<file path="src/board_pkg.sv">
/* Board control package
   Register map, timing constants and bus structs shared by the control blocks */
package board_pkg;

   //////////////////////////////////////////////////
   // Timing constants
   //////////////////////////////////////////////////
   localparam int HOLDOFF_CYCLES        = 64;    // Hardware uses 65536
   localparam int HOLDOFF_W             = $clog2(HOLDOFF_CYCLES + 1);

   localparam int SPI_DIV               = 4;     // Bus cycles per SCLK half period
   localparam int SPI_BITS              = 24;    // One codec register access
   localparam int SPI_DIV_W             = $clog2(SPI_DIV + 1);
   localparam int SPI_BIT_W             = $clog2(SPI_BITS);

   localparam int PPS_PERIOD_CYCLES     = 1000;  // Scaled down for simulation
   localparam int TEN_MHZ_PERIOD_CYCLES = 10;
   localparam int REF_TOL               = 2;     // Allowed period error in cycles
   localparam int LOCK_COUNT            = 3;     // Good periods before lock
   localparam int REF_CNT_W             = $clog2(PPS_PERIOD_CYCLES + REF_TOL + 2);
   localparam int LOCK_W                = $clog2(LOCK_COUNT + 1);

   //////////////////////////////////////////////////
   // Register map
   //////////////////////////////////////////////////
   localparam logic [7:0] REG_FE_GPIO   = 8'h10; // Front-end word
   localparam logic [7:0] REG_MISC_OUTS = 8'h11; // Reference select bits
   localparam logic [7:0] REG_SPI_DATA  = 8'h12; // Write starts a transfer

   localparam logic [7:0] RB_FE_GPIO    = 8'h10;
   localparam logic [7:0] RB_SPI        = 8'h20;
   localparam logic [7:0] RB_STATUS     = 8'h21; // {board_ready, spi_busy, ref_locked}

   // Bit positions inside the misc register
   localparam int MISC_REF_SEL_BIT      = 0;
   localparam int MISC_PPS_BIT          = 1;

   //////////////////////////////////////////////////
   // Shared structs
   //////////////////////////////////////////////////
   typedef struct packed {
      logic        stb;   // Single cycle write strobe
      logic [7:0]  addr;
      logic [31:0] data;
   } set_bus_t;

   typedef struct packed {
      logic sclk;
      logic mosi;
      logic sen;          // Active low
   } spi_pins_t;

   typedef struct packed {
      logic pa_en;
      logic sel_rx_rx2;
      logic sel_trx_tx;
      logic sel_rx_trx;
      logic sel_trx_rx;
      logic led_trx_r;    // LEDs all active low
      logic led_trx_g;
      logic led_rx2_g;
      logic led_s0;       // Reference locked
      logic led_s1;       // Reference level
   } fe_pins_t;

   typedef struct packed {
      logic ref_sel;        // Request and use 10 MHz input
      logic ext_ref_is_pps; // PPS wins over 10 MHz
   } ref_ctrl_t;

   // Pins after reset with switches off and LEDs dark
   localparam fe_pins_t FE_PINS_IDLE = '{
      pa_en: 1'b0, sel_rx_rx2: 1'b0, sel_trx_tx: 1'b0, sel_rx_trx: 1'b0, sel_trx_rx: 1'b0,
      led_trx_r: 1'b1, led_trx_g: 1'b1, led_rx2_g: 1'b1, led_s0: 1'b1, led_s1: 1'b1
   };

endpackage

</file>
<file path="src/board_top.sv">
/* Board control top
   Wires reset hold-off, settings registers, codec SPI and reference lock detection */
`timescale 1ns/1ps

module board_top import board_pkg::*; (
   input  logic        bus_clk,
   input  logic        reset_global,
   input  logic        locked,          // Clock generator lock
   input  set_bus_t    set_bus,
   input  logic [7:0]  rb_addr,
   output logic [31:0] rb_data,
   output logic        board_ready,
   output logic        cat_spi_en,      // Codec SPI enable, active low
   output logic        cat_spi_di,
   output logic        cat_spi_clk,
   input  logic        cat_spi_do,
   output logic        cat_resetn,
   output fe_pins_t    fe,
   input  logic        pps_in,
   input  logic        clkin_10mhz,
   output logic        clkin_10mhz_req
);

   logic                bus_rst;
   ref_ctrl_t           ref_ctrl;
   logic                ref_locked;
   logic                ref_level;
   spi_pins_t           spi;
   logic                spi_start;
   logic                spi_busy;
   logic [SPI_BITS-1:0] spi_tx_word;
   logic [SPI_BITS-1:0] spi_rx_word;

   //////////////////////////////////////////////////
   // Reset
   //////////////////////////////////////////////////
   reset_holdoff reset_holdoff_i (
      .bus_clk      (bus_clk),
      .reset_global (reset_global),
      .locked       (locked),
      .bus_rst      (bus_rst),
      .board_ready  (board_ready)
   );

   assign cat_resetn = ~reset_global;   // Codec reset is active low

   //////////////////////////////////////////////////
   // Settings and front-end
   //////////////////////////////////////////////////
   settings_regs settings_regs_i (
      .bus_clk     (bus_clk),
      .bus_rst     (bus_rst),
      .set_bus     (set_bus),
      .rb_addr     (rb_addr),
      .rb_data     (rb_data),
      .ref_locked  (ref_locked),
      .ref_level   (ref_level),
      .spi_busy    (spi_busy),
      .spi_rx_word (spi_rx_word),
      .board_ready (board_ready),
      .spi_start   (spi_start),
      .spi_tx_word (spi_tx_word),
      .ref_ctrl    (ref_ctrl),
      .fe          (fe)
   );

   //////////////////////////////////////////////////
   // Codec SPI
   //////////////////////////////////////////////////
   spi_master spi_master_i (
      .bus_clk     (bus_clk),
      .bus_rst     (bus_rst),
      .spi_start   (spi_start),
      .spi_tx_word (spi_tx_word),
      .miso        (cat_spi_do),
      .spi         (spi),
      .spi_busy    (spi_busy),
      .spi_rx_word (spi_rx_word)
   );

   // Codec is the only slave, so data and clock only toggle while enabled
   assign cat_spi_en  = spi.sen;
   assign cat_spi_di  = ~spi.sen & spi.mosi;
   assign cat_spi_clk = ~spi.sen & spi.sclk;

   //////////////////////////////////////////////////
   // External reference
   //////////////////////////////////////////////////
   ref_lock_detect ref_lock_detect_i (
      .bus_clk     (bus_clk),
      .bus_rst     (bus_rst),
      .ref_ctrl    (ref_ctrl),
      .pps_in      (pps_in),
      .clkin_10mhz (clkin_10mhz),
      .ref_locked  (ref_locked),
      .ref_level   (ref_level)
   );

   assign clkin_10mhz_req = ref_ctrl.ref_sel;   // Power up the 10 MHz input buffer

endmodule

</file>
<file path="src/ref_lock_detect.sv">
/* Reference lock detector
   Selects PPS or 10 MHz, synchronizes it and declares lock from measured periods */
`timescale 1ns/1ps

module ref_lock_detect import board_pkg::*; (
   input  logic      bus_clk,
   input  logic      bus_rst,
   input  ref_ctrl_t ref_ctrl,
   input  logic      pps_in,
   input  logic      clkin_10mhz,
   output logic      ref_locked,
   output logic      ref_level
);

   logic                 ext_ref;      // Selected raw reference
   logic [2:0]           ref_sync;     // Two sync stages plus edge delay
   logic                 ref_rise;
   ref_ctrl_t            mode_q;
   logic                 mode_change;
   logic [REF_CNT_W-1:0] period_cnt;   // Cycles since last edge
   logic [REF_CNT_W-1:0] expected;
   logic [REF_CNT_W-1:0] limit;        // Give up past this count
   logic                 period_ok;
   logic                 timeout;
   logic [LOCK_W-1:0]    good_cnt;

   // PPS first, then 10 MHz, else nothing
   assign ext_ref = ref_ctrl.ext_ref_is_pps ? pps_in :
                    ref_ctrl.ref_sel        ? clkin_10mhz : 1'b0;

   always_ff @(posedge bus_clk or posedge bus_rst) begin
      if (bus_rst) begin
         ref_sync <= '0;
      end else begin
         ref_sync <= {ref_sync[1:0], ext_ref};
      end
   end

   assign ref_rise    = ref_sync[1] & ~ref_sync[2];
   assign ref_level   = ref_sync[1];
   assign mode_change = (ref_ctrl != mode_q);

   // Period window for the current mode
   assign expected  = ref_ctrl.ext_ref_is_pps ? REF_CNT_W'(PPS_PERIOD_CYCLES) :
                                                REF_CNT_W'(TEN_MHZ_PERIOD_CYCLES);
   assign limit     = expected + REF_CNT_W'(REF_TOL + 1);
   assign period_ok = (period_cnt + REF_CNT_W'(REF_TOL) >= expected) &&
                      (period_cnt <= expected + REF_CNT_W'(REF_TOL));
   assign timeout   = (period_cnt == limit);

   //////////////////////////////////////////////////
   // Period measurement and lock
   //////////////////////////////////////////////////
   always_ff @(posedge bus_clk or posedge bus_rst) begin
      if (bus_rst) begin
         mode_q     <= '0;
         period_cnt <= '0;
         good_cnt   <= '0;
         ref_locked <= 1'b0;
      end else begin
         mode_q <= ref_ctrl;
         if (mode_change) begin            // Start over in the new mode
            period_cnt <= '0;
            good_cnt   <= '0;
            ref_locked <= 1'b0;
         end else if (ref_rise) begin
            period_cnt <= REF_CNT_W'(1);   // Edge cycle counts as one
            if (period_ok) begin
               if (good_cnt != LOCK_W'(LOCK_COUNT)) begin
                  good_cnt <= good_cnt + 1'b1;
               end
               if (good_cnt >= LOCK_W'(LOCK_COUNT - 1)) begin
                  ref_locked <= 1'b1;
               end
            end else begin
               good_cnt   <= '0;
               ref_locked <= 1'b0;
            end
         end else if (timeout) begin       // Reference gone, hold count at limit
            good_cnt   <= '0;
            ref_locked <= 1'b0;
         end else begin
            period_cnt <= period_cnt + 1'b1;
         end
      end
   end

   // No reference selected means no edges can rebuild lock
   a_no_mode_no_lock: assert property (@(posedge bus_clk) disable iff (bus_rst)
      (!ref_ctrl.ref_sel && !ref_ctrl.ext_ref_is_pps) |=> !ref_locked);

endmodule

</file>
<file path="src/reset_holdoff.sv">
/* Reset hold-off
   Waits for clock lock plus a settle count, then releases a synchronized bus reset */
`timescale 1ns/1ps

module reset_holdoff import board_pkg::*; (
   input  logic bus_clk,
   input  logic reset_global,
   input  logic locked,
   output logic bus_rst,
   output logic board_ready
);

   logic                 hold_rst;      // Global reset or lost lock
   logic [HOLDOFF_W-1:0] holdoff_cnt;
   logic                 clocks_ready;  // Lock held long enough
   logic                 rst_meta;      // First synchronizer stage

   assign hold_rst = reset_global | ~locked;

   // Hold-off counter
   // Restarts on every loss of lock
   always_ff @(posedge bus_clk or posedge hold_rst) begin
      if (hold_rst) begin
         holdoff_cnt  <= '0;
         clocks_ready <= 1'b0;
      end else if (!clocks_ready) begin
         holdoff_cnt  <= holdoff_cnt + 1'b1;
         clocks_ready <= (holdoff_cnt == HOLDOFF_W'(HOLDOFF_CYCLES - 1)); // Set on count N
      end
   end

   // Async assert, two-stage sync release
   always_ff @(posedge bus_clk or posedge hold_rst) begin
      if (hold_rst) begin
         rst_meta <= 1'b1;
         bus_rst  <= 1'b1;
      end else begin
         rst_meta <= ~clocks_ready;
         bus_rst  <= rst_meta;       // Falls 2 cycles after clocks_ready
      end
   end

   assign board_ready = ~bus_rst;

   // Lost lock must show on bus_rst by the next edge
   a_rst_on_unlock: assert property (@(posedge bus_clk) disable iff (reset_global)
      !locked |=> bus_rst);

endmodule

</file>
<file path="src/settings_regs.sv">
/* Settings registers
   Decodes bus writes into front-end, reference and SPI controls with registered readback */
`timescale 1ns/1ps

module settings_regs import board_pkg::*; (
   input  logic                bus_clk,
   input  logic                bus_rst,
   input  set_bus_t            set_bus,
   input  logic [7:0]          rb_addr,
   output logic [31:0]         rb_data,
   input  logic                ref_locked,
   input  logic                ref_level,
   input  logic                spi_busy,
   input  logic [SPI_BITS-1:0] spi_rx_word,
   input  logic                board_ready,
   output logic                spi_start,
   output logic [SPI_BITS-1:0] spi_tx_word,
   output ref_ctrl_t           ref_ctrl,
   output fe_pins_t            fe
);

   logic [7:0] fe_word;   // Software front-end word
   ref_ctrl_t  misc_q;    // Misc register before the output flop
   logic       wr_fe;
   logic       wr_misc;
   logic       wr_spi;

   //////////////////////////////////////////////////
   // Write decode
   //////////////////////////////////////////////////
   assign wr_fe   = set_bus.stb && (set_bus.addr == REG_FE_GPIO);
   assign wr_misc = set_bus.stb && (set_bus.addr == REG_MISC_OUTS);
   assign wr_spi  = set_bus.stb && (set_bus.addr == REG_SPI_DATA);

   always_ff @(posedge bus_clk or posedge bus_rst) begin
      if (bus_rst) begin
         fe_word   <= '0;
         misc_q    <= '0;
         spi_start <= 1'b0;
      end else begin
         spi_start <= wr_spi;       // One pulse per write
         if (wr_fe) begin
            fe_word <= set_bus.data[7:0];
         end
         if (wr_misc) begin
            misc_q.ref_sel        <= set_bus.data[MISC_REF_SEL_BIT];
            misc_q.ext_ref_is_pps <= set_bus.data[MISC_PPS_BIT];
         end
      end
   end

   // SPI word rides along with the start pulse
   always_ff @(posedge bus_clk) begin
      if (wr_spi) begin
         spi_tx_word <= set_bus.data[SPI_BITS-1:0];
      end
   end

   //////////////////////////////////////////////////
   // Output registers
   //////////////////////////////////////////////////
   // Second flop stage near the pins, 2 cycles after the strobe
   always_ff @(posedge bus_clk or posedge bus_rst) begin
      if (bus_rst) begin
         fe       <= FE_PINS_IDLE;
         ref_ctrl <= '0;
      end else begin
         fe.pa_en      <= fe_word[7];
         fe.sel_rx_rx2 <= fe_word[6];
         fe.sel_trx_tx <= fe_word[5];
         fe.sel_rx_trx <= fe_word[4];
         fe.sel_trx_rx <= fe_word[3];
         fe.led_trx_r  <= ~fe_word[0];   // LEDs sink current
         fe.led_trx_g  <= ~fe_word[1];
         fe.led_rx2_g  <= ~fe_word[2];
         fe.led_s0     <= ~ref_locked;   // Lit when locked
         fe.led_s1     <= ~ref_level;    // Blinks with the reference
         ref_ctrl      <= misc_q;
      end
   end

   //////////////////////////////////////////////////
   // Readback
   //////////////////////////////////////////////////
   always_ff @(posedge bus_clk or posedge bus_rst) begin
      if (bus_rst) begin
         rb_data <= '0;
      end else begin
         case (rb_addr)
            RB_FE_GPIO: rb_data <= {24'd0, fe_word};
            RB_SPI:     rb_data <= {{(32 - SPI_BITS){1'b0}}, spi_rx_word};
            RB_STATUS:  rb_data <= {29'd0, board_ready, spi_busy, ref_locked};
            default:    rb_data <= '0;
         endcase
      end
   end

   // Strobes are single cycle so SPI starts never come back to back
   a_spi_start_pulse: assert property (@(posedge bus_clk) disable iff (bus_rst)
      spi_start |=> !spi_start);

endmodule

</file>
<file path="src/spi_master.sv">
/* SPI master
   Mode 0 shifter for 24-bit codec accesses, MSB first, with captured read word */
`timescale 1ns/1ps

module spi_master import board_pkg::*; (
   input  logic                bus_clk,
   input  logic                bus_rst,
   input  logic                spi_start,
   input  logic [SPI_BITS-1:0] spi_tx_word,
   input  logic                miso,
   output spi_pins_t           spi,
   output logic                spi_busy,
   output logic [SPI_BITS-1:0] spi_rx_word
);

   logic                 sclk_q;
   logic                 sen_q;
   logic [SPI_DIV_W-1:0] div_cnt;     // Cycles within a half period
   logic [SPI_BIT_W-1:0] bit_cnt;
   logic                 half_done;
   logic                 last_bit;
   logic                 sclk_rise;   // Sample MISO
   logic                 sclk_fall;   // Advance MOSI
   logic                 load;
   logic [SPI_BITS-1:0]  tx_shift;
   logic [SPI_BITS-1:0]  rx_shift;

   assign half_done = (div_cnt == SPI_DIV_W'(SPI_DIV - 1));
   assign last_bit  = (bit_cnt == SPI_BIT_W'(SPI_BITS - 1));
   assign sclk_rise = spi_busy && half_done && !sclk_q;
   assign sclk_fall = spi_busy && half_done && sclk_q;
   assign load      = spi_start && !spi_busy;   // Starts while busy are dropped

   //////////////////////////////////////////////////
   // Transfer control
   //////////////////////////////////////////////////
   always_ff @(posedge bus_clk or posedge bus_rst) begin
      if (bus_rst) begin
         spi_busy    <= 1'b0;
         sen_q       <= 1'b1;
         sclk_q      <= 1'b0;
         div_cnt     <= '0;
         bit_cnt     <= '0;
         spi_rx_word <= '0;
      end else if (load) begin
         spi_busy <= 1'b1;
         sen_q    <= 1'b0;        // Enable drops the cycle after start
         div_cnt  <= '0;
         bit_cnt  <= '0;
      end else if (spi_busy) begin
         div_cnt <= half_done ? '0 : div_cnt + 1'b1;
         if (half_done) begin
            sclk_q <= ~sclk_q;
         end
         if (sclk_fall) begin
            if (last_bit) begin
               sen_q       <= 1'b1;     // Done after last falling edge
               spi_busy    <= 1'b0;
               spi_rx_word <= rx_shift; // Present the full read word
            end else begin
               bit_cnt <= bit_cnt + 1'b1;
            end
         end
      end
   end

   //////////////////////////////////////////////////
   // Data shifters
   //////////////////////////////////////////////////
   always_ff @(posedge bus_clk) begin
      if (load) begin
         tx_shift <= spi_tx_word;
      end else if (sclk_fall) begin
         tx_shift <= {tx_shift[SPI_BITS-2:0], 1'b0}; // Next bit while SCLK low
      end
      if (sclk_rise) begin
         rx_shift <= {rx_shift[SPI_BITS-2:0], miso};
      end
   end

   assign spi = '{sclk: sclk_q, mosi: tx_shift[SPI_BITS-1], sen: sen_q};

   // Clock parks low outside a transfer
   a_sclk_idle: assert property (@(posedge bus_clk) disable iff (bus_rst)
      spi.sen |-> !spi.sclk);

   // Enable and busy move together
   a_sen_busy: assert property (@(posedge bus_clk) disable iff (bus_rst)
      spi.sen != spi_busy);

endmodule

</file>
<file path="config.mk">
export PLATFORM = sky130hd
export DESIGN_NAME = board_top
export DESIGN_NICKNAME = d
export VERILOG_FILES = /design/src/board_pkg.sv /design/src/board_top.sv /design/src/ref_lock_detect.sv /design/src/reset_holdoff.sv /design/src/settings_regs.sv /design/src/spi_master.sv
export SDC_FILE = /design/constraint.sdc
export NUM_CORES = 1
export LEC_CHECK = 0
export BUFFER_PORTS_ARGS = -buffer_cell sky130_fd_sc_hd__buf_4
export CORE_UTILIZATION = 57
export DETAILED_ROUTE_END_ITERATION = 8
export PLACE_DENSITY = 0.79
export SLEW_MARGIN = 20
export SYNTH_ARGS = -nofsm -noshare
export SYNTH_HDL_FRONTEND = slang
export SYNTH_SLANG_ARGS = --single-unit
</file>
<file path="constraint.sdc">
create_clock -name bus_clk -period 4.49 [get_ports bus_clk]
set_clock_uncertainty 0.15 [all_clocks]
set_input_delay 0.6735 -clock bus_clk [delete_from_list [all_inputs] [get_ports bus_clk]]
set_output_delay 0.6735 -clock bus_clk [all_outputs]
set_load 0.1 [all_outputs]
</file>
==> impl_metrics.env, run 1 <==
export IMPL_number_of_flip_flops_and_latches_in_the_synthesized_netlist=182
export IMPL_cts_num_sinks=182
export IMPL_clock_root_buffer="sky130_fd_sc_hd__clkbuf_16"
export IMPL_placement_setup_worst_slack_ns=1.590
export IMPL_slew_worst_pin_ns=1.039
export IMPL_synth_top_cell_area_share=0.3556
export IMPL_gr_total_overflow=0
export IMPL_wire_per_inst_um=16.78
export IMPL_grt_pass1_vias=4541
export IMPL_final_net_count=702
export IMPL_synth_async_reset_ratio=0.6044
export IMPL_initial_core_util=0.5901
export IMPL_grt_pass1_wl_um=22140
export IMPL_postSynthCellCount=532
export IMPL_ys_warnings_count=0
export IMPL_cp_arrival_ns=3.27
export IMPL_netlist_top_cells_count="sky130_fd_sc_hd__dfrtp_1 (102), sky130_fd_sc_hd__nand2_1 (96), sky130_fd_sc_hd__edfxtp_1 (72), sky130_fd_sc_hd__mux2_2 (32), sky130_fd_sc_hd__nor2_1 (25)"
export IMPL_fin_hold_ws_ns=0.1323
export IMPL_number_of_ports_placed_on_the_die_boundary=103
export IMPL_cts_tree="yes"
export IMPL_max_cap_viol_count=0
export IMPL_die_w_um=114.2
export IMPL_final_setup_worst_slack_ns=1.419
export IMPL_drt_total_wl_um=13560
export IMPL_irDropWorstVdd_uv=427.7
export IMPL_antenna_found_initial=0
export IMPL_finalHoldViolCount=0
export IMPL_hold_buffers=0
export IMPL_global_placer_s_final_weighted_congestion=0.8482
export IMPL_run_status="finished, final reports clean"
export IMPL_synthToLayoutAreaGrowth_pct=19.98
export IMPL_synth_top_flop_cell="sky130_fd_sc_hd__dfrtp_1"
export IMPL_cts_clk_slew_worst_paths_ns=0.07
export IMPL_worstSetupPathType="reg2reg"
export IMPL_timing_max_transition_violations_final=0
export IMPL_core_area_um2=12160
export IMPL_final_core_occ=0.7080
export IMPL_worst_hold_path_type="reg2async"
export IMPL_number_of_enable_flip_flop_cells_after_synthesis=72
export IMPL_number_of_placed_instances_with_taps_included=776
export IMPL_via_count=4280
export IMPL_tritoncts_num_buffers=17
export IMPL_grt_start_max_net_pins=67
export IMPL_num_antenna_cells=0
export IMPL_die_area_um2=13040
export IMPL_final_antenna_net_count=0
export IMPL_buffer_ports_inserted=86
export IMPL_power_static_leakage_nw=3.928
export IMPL_number_of_detailed_route_iterations_in_the_first_pass=5
export IMPL_route_detailed_vias_per_inst=5.297
export IMPL_setup_tns_ns=0
export IMPL_rows=40
export IMPL_worst_endpoint_required_ns=4.69
export IMPL_track_usage=0.2285
export IMPL_yosys_cell_count_top_type="sky130_fd_sc_hd__dfrtp_1"
export IMPL_ys_seq_area_frac=0.6862
export IMPL_max_clock_freq_mhz=325.6
export IMPL_ctsLongestPathBuffers=2
export IMPL_max_slew_margin_rel=0.3057
export IMPL_min_period_ns=3.072
export IMPL_synth_top_cells_by_area="sky130_fd_sc_hd__dfrtp_1 (36%), sky130_fd_sc_hd__edfxtp_1 (30%), sky130_fd_sc_hd__mux2_2 (5.0%), sky130_fd_sc_hd__nand2_1 (5.0%), sky130_fd_sc_hd__ha_1 (3.5%)"
export IMPL_post_synth_cell_area_avg_um2=13.49
export IMPL_clock_tree_htree_level_count=4
export IMPL_power_per_cell_area_nw_per_um2=457.2
export IMPL_period_share=0.6841
export IMPL_post_route_drc_count=0
export IMPL_cts_setup_buffers=0
export IMPL_ys_types=52
export IMPL_path_max_fanout=5
export IMPL_chipHeight_um=114.2
export IMPL_cts_resized=0
export IMPL_report_final_setup_viol=0
export IMPL_syn_area_um2=7177
export IMPL_hpwlAfterDp_um=8944
export IMPL_startpoint_type_of_the_worst_setup_path="register"
export IMPL_drt_iter0_markers=201
export IMPL_synth_area_leader_cell="sky130_fd_sc_hd__dfrtp_1"
export IMPL_finished_layout_cells=808
export IMPL_critical_path_end_type="register"
export IMPL_clock_latency_ns=0.43
export IMPL_final_layout_size_suffix_gt1_frac=0.2797
export IMPL_grt_setup_unrepaired="false"
layer usage:
metal / share of wire / vias up / track usage
met5: 0 / - / 0
met4: 0.013 / 0 / 0.07619
met3: 0.049 / 17 / 0.07200
met2: 0.51 / 104 / 0.3766
met1: 0.43 / 2157 / 0.2891
li1: - / 2002 / -
area by class of cell:
class / instances / area (µm²)
Fill cell: 854 / 3551
Timing Repair Buffer: 92 / 690.7
Sequential cell: 182 / 4925
Tap cell: 168 / 210.2
Inverter: 17 / 66.31
Clock buffer: 18 / 439.2
Clock inverter: 14 / 186.4
Multi-Input combinational cell: 317 / 2093
final timing paths:
check                                                                 start                                         to  slack [ns]  depth (start not counted)
worst min register to register            reset_holdoff_i.bus_rst$_DFF_PP1_       settings_regs_i.rb_data[2]$_DFF_PP0_        0.13                          1
max in group asynchronous                 reset_holdoff_i.bus_rst$_DFF_PP1_    spi_master_i.spi_rx_word[2]$_DFFE_PP0P_        2.83                          2
worst max-delay path            ref_lock_detect_i.period_cnt[1]$_DFFE_PP0P_  ref_lock_detect_i.good_cnt[0]$_DFFE_PP0P_        1.42                         11
worst min-delay path                      reset_holdoff_i.bus_rst$_DFF_PP1_       settings_regs_i.rb_data[2]$_DFF_PP0_        0.13                          1
min in group bus_clk                     reset_holdoff_i.rst_meta$_DFF_PP1_          reset_holdoff_i.bus_rst$_DFF_PP1_        0.21                          0
worst max register to register  ref_lock_detect_i.period_cnt[1]$_DFFE_PP0P_  ref_lock_detect_i.good_cnt[0]$_DFFE_PP0P_        1.42                         11
layout by cell type, fill, tap and decap left out, types with 3 or more instances in the layout:
master / netlist / layout
sky130_fd_sc_hd__dfrtp_1: 102 / 102
sky130_fd_sc_hd__nand2_1: 96 / 96
sky130_fd_sc_hd__buf_4: 11 / 92
sky130_fd_sc_hd__edfxtp_1: 72 / 72
sky130_fd_sc_hd__mux2_2: 32 / 32
sky130_fd_sc_hd__nor2_1: 25 / 24
sky130_fd_sc_hd__ha_1: 20 / 20
sky130_fd_sc_hd__and2_1: 19 / 19
sky130_fd_sc_hd__clkbuf_16: 0 / 17
sky130_fd_sc_hd__inv_1: 17 / 16
sky130_fd_sc_hd__xor2_1: 16 / 16
sky130_fd_sc_hd__xnor2_1: 10 / 10
sky130_fd_sc_hd__o21ai_0: 10 / 10
sky130_fd_sc_hd__a21oi_1: 9 / 9
sky130_fd_sc_hd__conb_1: 1 / 8
sky130_fd_sc_hd__dfstp_2: 8 / 8
sky130_fd_sc_hd__nand4_1: 7 / 7
sky130_fd_sc_hd__inv_6: 0 / 6
sky130_fd_sc_hd__nor2b_1: 6 / 5
sky130_fd_sc_hd__nand3_1: 5 / 5
sky130_fd_sc_hd__a22o_1: 5 / 5
sky130_fd_sc_hd__nand2b_1: 4 / 4
sky130_fd_sc_hd__or3_1: 4 / 4
sky130_fd_sc_hd__a31oi_1: 3 / 3
sky130_fd_sc_hd__bufinv_16: 0 / 3
stage by stage:
step,power [mW],area (µm²)
5_1_grt,4.079,8611
3_3_place_gp,2.372,7980
3_5_place_dp,2.399,7980
4_1_cts,3.959,8606
6_report,3.937,8611
2_1_floorplan,2.286,7203
power breakdown:
group,internal [mW],switching (mW)
clock,0.909,0.656
combinational,0.179,0.282
sequential,1.82,0.0946
state kept, by name, summed over array words and instances, names as in the netlist, 3 cells and up:
name	flops
spi_master_i.tx_shift	24
spi_master_i.rx_shift	24
settings_regs_i.fe_word	8
ref_lock_detect_i.ref_sync	3
spi_master_i.spi_rx_word	24
ref_lock_detect_i.period_cnt	10
settings_regs_i.spi_tx_word	24
settings_regs_i.rb_data	24
settings_regs_i.fe	10
spi_master_i.bit_cnt	5
reset_holdoff_i.holdoff_cnt	7
spi_master_i.div_cnt	3
critical path: stages (launching register included):
cell and delay (ns):
sky130_fd_sc_hd__dfrtp_1 0.43, sky130_fd_sc_hd__ha_1 0.28, sky130_fd_sc_hd__and3_2 0.22, sky130_fd_sc_hd__and3_1 0.20, sky130_fd_sc_hd__xor2_1 0.14, sky130_fd_sc_hd__ha_1 0.28
sky130_fd_sc_hd__o21a_1 0.11, sky130_fd_sc_hd__o21ai_0 0.07, sky130_fd_sc_hd__a211o_1 0.29, sky130_fd_sc_hd__a31oi_1 0.41, sky130_fd_sc_hd__a31oi_1 0.22, sky130_fd_sc_hd__mux2i_1 0.19
kinds of logic (layout without fill, tap and decap cells):
kind of cell,count (synthesis),after routing,share of synthesized area
simple gates,187,187,0.1274
mux,34,34,0.05300
fa+ha+maj,20,20,0.03487
compound gates,42,42,0.03835
xor+xnor,26,26,0.03173
buf+inv,40,141,0.02789
other cells,1,8,0.0005225
flops,182,182,0.6862
No activity file was read; power rests on OpenSTA's default activity.
==> inputs of run 2 (changes only) <==
==> constraint.sdc (replaced) <==
create_clock -name bus_clk -period 3.15 [get_ports bus_clk]
set_clock_uncertainty 0.15 [all_clocks]
set_input_delay 0.4725 -clock bus_clk [delete_from_list [all_inputs] [get_ports bus_clk]]
set_output_delay 0.4725 -clock bus_clk [all_outputs]
set_load 0.1 [all_outputs]
==> run 2 against run 1 <==
Power grew 39%. Fmax grew 5.6%. Core utilization is essentially flat. Sequential share of layout area is essentially flat. Critical endpoint unchanged. Largest power group unchanged.
==> impl_metrics.env, run 2 (same netlist as run 1, synthesis figures left out) <==
export IMPL_run_status="finished, final reports clean"
export IMPL_core_area_um2=12160
export IMPL_synthToLayoutAreaGrowth_pct=20.03
export IMPL_power_per_cell_area_nw_per_um2=633.5
export IMPL_final_net_count=708
export IMPL_place_area_um2=8033
export IMPL_cts_setup_buffers=0
export IMPL_num_antenna_cells=0
export IMPL_route_layer_met1_wl_um=5828
export IMPL_number_of_ports_placed_on_the_die_boundary=103
export IMPL_rows=40
export IMPL_tritoncts_num_buffers=17
export IMPL_worstPathCellList="ha_1 -> and3_2 -> and3_1 -> xor2_1 -> ha_1 -> o21a_1 -> o21ai_0 -> a211o_1 -> a31oi_2 -> a31oi_1 -> mux2i_1"
export IMPL_cp_arrival_ns=3.11
export IMPL_route_detailed_vias_per_inst=5.249
export IMPL_timing_max_transition_violations_final=0
export IMPL_period_share=0.9234
export IMPL_worstSetupPathType="reg2reg"
export IMPL_grt_start_max_net_pins=71
export IMPL_initial_core_util=0.5901
export IMPL_wire_per_inst_um=16.48
export IMPL_cts_clk_slew_worst_paths_ns=0.07
export IMPL_max_cap_viol_count=0
export IMPL_top_layer_reached_by_signal_wires="met4"
export IMPL_chipHeight_um=114.2
export IMPL_cpMostUsedCell="sky130_fd_sc_hd__ha_1"
export IMPL_buffer_ports_inserted=86
export IMPL_antenna_found_initial=0
export IMPL_irDropWorstVdd_uv=449.4
export IMPL_setup_tns_ns=0
export IMPL_die_area_um2=13040
export IMPL_net_switching_power_mw=1.492
export IMPL_finalHoldViolCount=0
export IMPL_drt_total_wl_um=13420
export IMPL_ctsLongestPathBuffers=2
export IMPL_die_w_um=114.2
export IMPL_cp_depth=11
export IMPL_met3WireLength_um=641
export IMPL_max_slew_margin_rel=0.4247
export IMPL_clock_tree_htree_level_count=4
export IMPL_critical_path_end_type="register"
export IMPL_final_layout_size_suffix_gt1_frac=0.2848
export IMPL_worst_endpoint_required_ns=3.35
export IMPL_worst_hold_path_type="in2async"
export IMPL_grt_pass1_wl_um=21810
export IMPL_post_route_drc_count=0
export IMPL_detailroute_wirelength_met2_um=6600
export IMPL_clock_root_buffer="sky130_fd_sc_hd__clkbuf_16"
export IMPL_track_usage=0.2268
export IMPL_drt_iter0_markers=346
export IMPL_number_of_detailed_route_iterations_in_the_first_pass=4
export IMPL_power_report_internal_total_mw=3.966
export IMPL_slew_worst_pin_ns=0.8629
export IMPL_cp_slowest_cell="sky130_fd_sc_hd__dfrtp_1"
export IMPL_critical_path_n_buffers_inverters=0
export IMPL_power_frac_clock=0.377
export IMPL_final_area_um2=8615
export IMPL_power_static_leakage_nw=3.936
export IMPL_max_clock_freq_mhz=343.8
export IMPL_global_placer_s_final_weighted_congestion=0.8861
export IMPL_final_antenna_net_count=0
export IMPL_layout_commonest_cell="sky130_fd_sc_hd__dfrtp_1"
export IMPL_grt_setup_unrepaired="false"
export IMPL_seq_power_share=0.498
export IMPL_via_count=4273
export IMPL_cts_num_sinks=182
export IMPL_most_common_layout_cells="sky130_fd_sc_hd__dfrtp_1 (102), sky130_fd_sc_hd__buf_4 (98), sky130_fd_sc_hd__nand2_1 (96)"
export IMPL_gr_total_overflow=0
export IMPL_hpwlAfterDp_um=9116
export IMPL_clock_latency_ns=0.43
export IMPL_r2r_worst_path_cells=11
export IMPL_report_final_setup_viol=0
export IMPL_startpoint_type_of_the_worst_setup_path="register"
export IMPL_swShare=0.2733
export IMPL_critPathMaxStageDelay_ns=0.44
export IMPL_min_period_ns=2.909
export IMPL_path_max_fanout=5
export IMPL_grt_pass1_vias=4469
export IMPL_comb_power_share=0.124
export IMPL_path_delay_family="compound AO/OA/AOI/OAI gates"
export IMPL_cts_tree="yes"
run 2: final cells by class:
class	count	area, µm²
flip-flops and latches	182	4925
fillers	826	3547
multi-input cells	317	2101
repair buffers	98	735.7
clock buffers	19	432.9
well taps	168	210.2
clock inverters	13	142.6
inverters	17	67.56
run 2: through the flow:
stage          setup WS (ns)    util  total power, mW  instances  hold WS [ns]
2_1_floorplan         0.3961       -            3.258        539        0.1812
3_3_place_gp          0.3276  0.6605            3.388        782        0.1846
3_5_place_dp          0.2212  0.6605            3.431        782        0.1847
4_1_cts               0.1972  0.7078            5.498        814       0.04363
5_1_grt              0.06163  0.7083            5.666        814       0.04799
6_report              0.2413  0.7083            5.457        814       0.06532
run 2: worst paths after layout:
check	start	slack [ns]	endpoint
max	ref_lock_detect_i.period_cnt[1]$_DFFE_PP0P_	0.24	ref_lock_detect_i.good_cnt[0]$_DFFE_PP0P_
min	locked	0.07	reset_holdoff_i.holdoff_cnt[5]$_DFFE_PP0N_
max reg2reg	ref_lock_detect_i.period_cnt[1]$_DFFE_PP0P_	0.24	ref_lock_detect_i.good_cnt[0]$_DFFE_PP0P_
min reg2reg	ref_lock_detect_i.ref_sync[0]$_DFF_PP0_	0.20	ref_lock_detect_i.ref_sync[1]$_DFF_PP0_
max in group asynchronous	reset_holdoff_i.bus_rst$_DFF_PP1_	1.38	ref_lock_detect_i.period_cnt[9]$_DFFE_PP0P_
min in group bus_clk	set_bus[18]	0.07	settings_regs_i.spi_tx_word[18]$_DFFE_PP_
run 2: power by group through the flow:
| stage | clock, mW | sequential [mW] | combinational, mW |
|---|---|---|---|
| CTS | 2.10 | 2.72 | 0.683 |
| finish | 2.06 | 2.72 | 0.679 |
| floorplan | 0 | 2.77 | 0.492 |
| global route | 2.18 | 2.74 | 0.746 |
| global placement | 0 | 2.75 | 0.637 |
| detailed placement | 0 | 2.76 | 0.670 |
run 2: per-layer routing:
| layer | GRT usage | up-vias |
|---|---|---|
| met1 | 0.2899 | 2125 |
| met5 | 0 | - |
| met3 | 0.05929 | 25 |
| li1 | - | 2017 |
| met2 | 0.3657 | 106 |
| met4 | 0.1056 | 0 |
run 2: worst register-to-register path, delay by kind of cell (launching register included):
| family | cells | cell delay, ns |
|---|---|---|
| AOI/OAI and AO/OA | 5 | 0.93 |
| xor gates and xnor gates | 1 | 0.15 |
| adders and majority gates | 2 | 0.54 |
| DFF | 1 | 0.44 |
| muxes | 1 | 0.19 |
| and+or+nand+nor | 2 | 0.42 |
run 2: what timing repair did:
action / in CTS / in global routing
endpoints found under the setup margin: 0 / 2
hold buffers: 0 / 0
resized for setup: 0 / 1
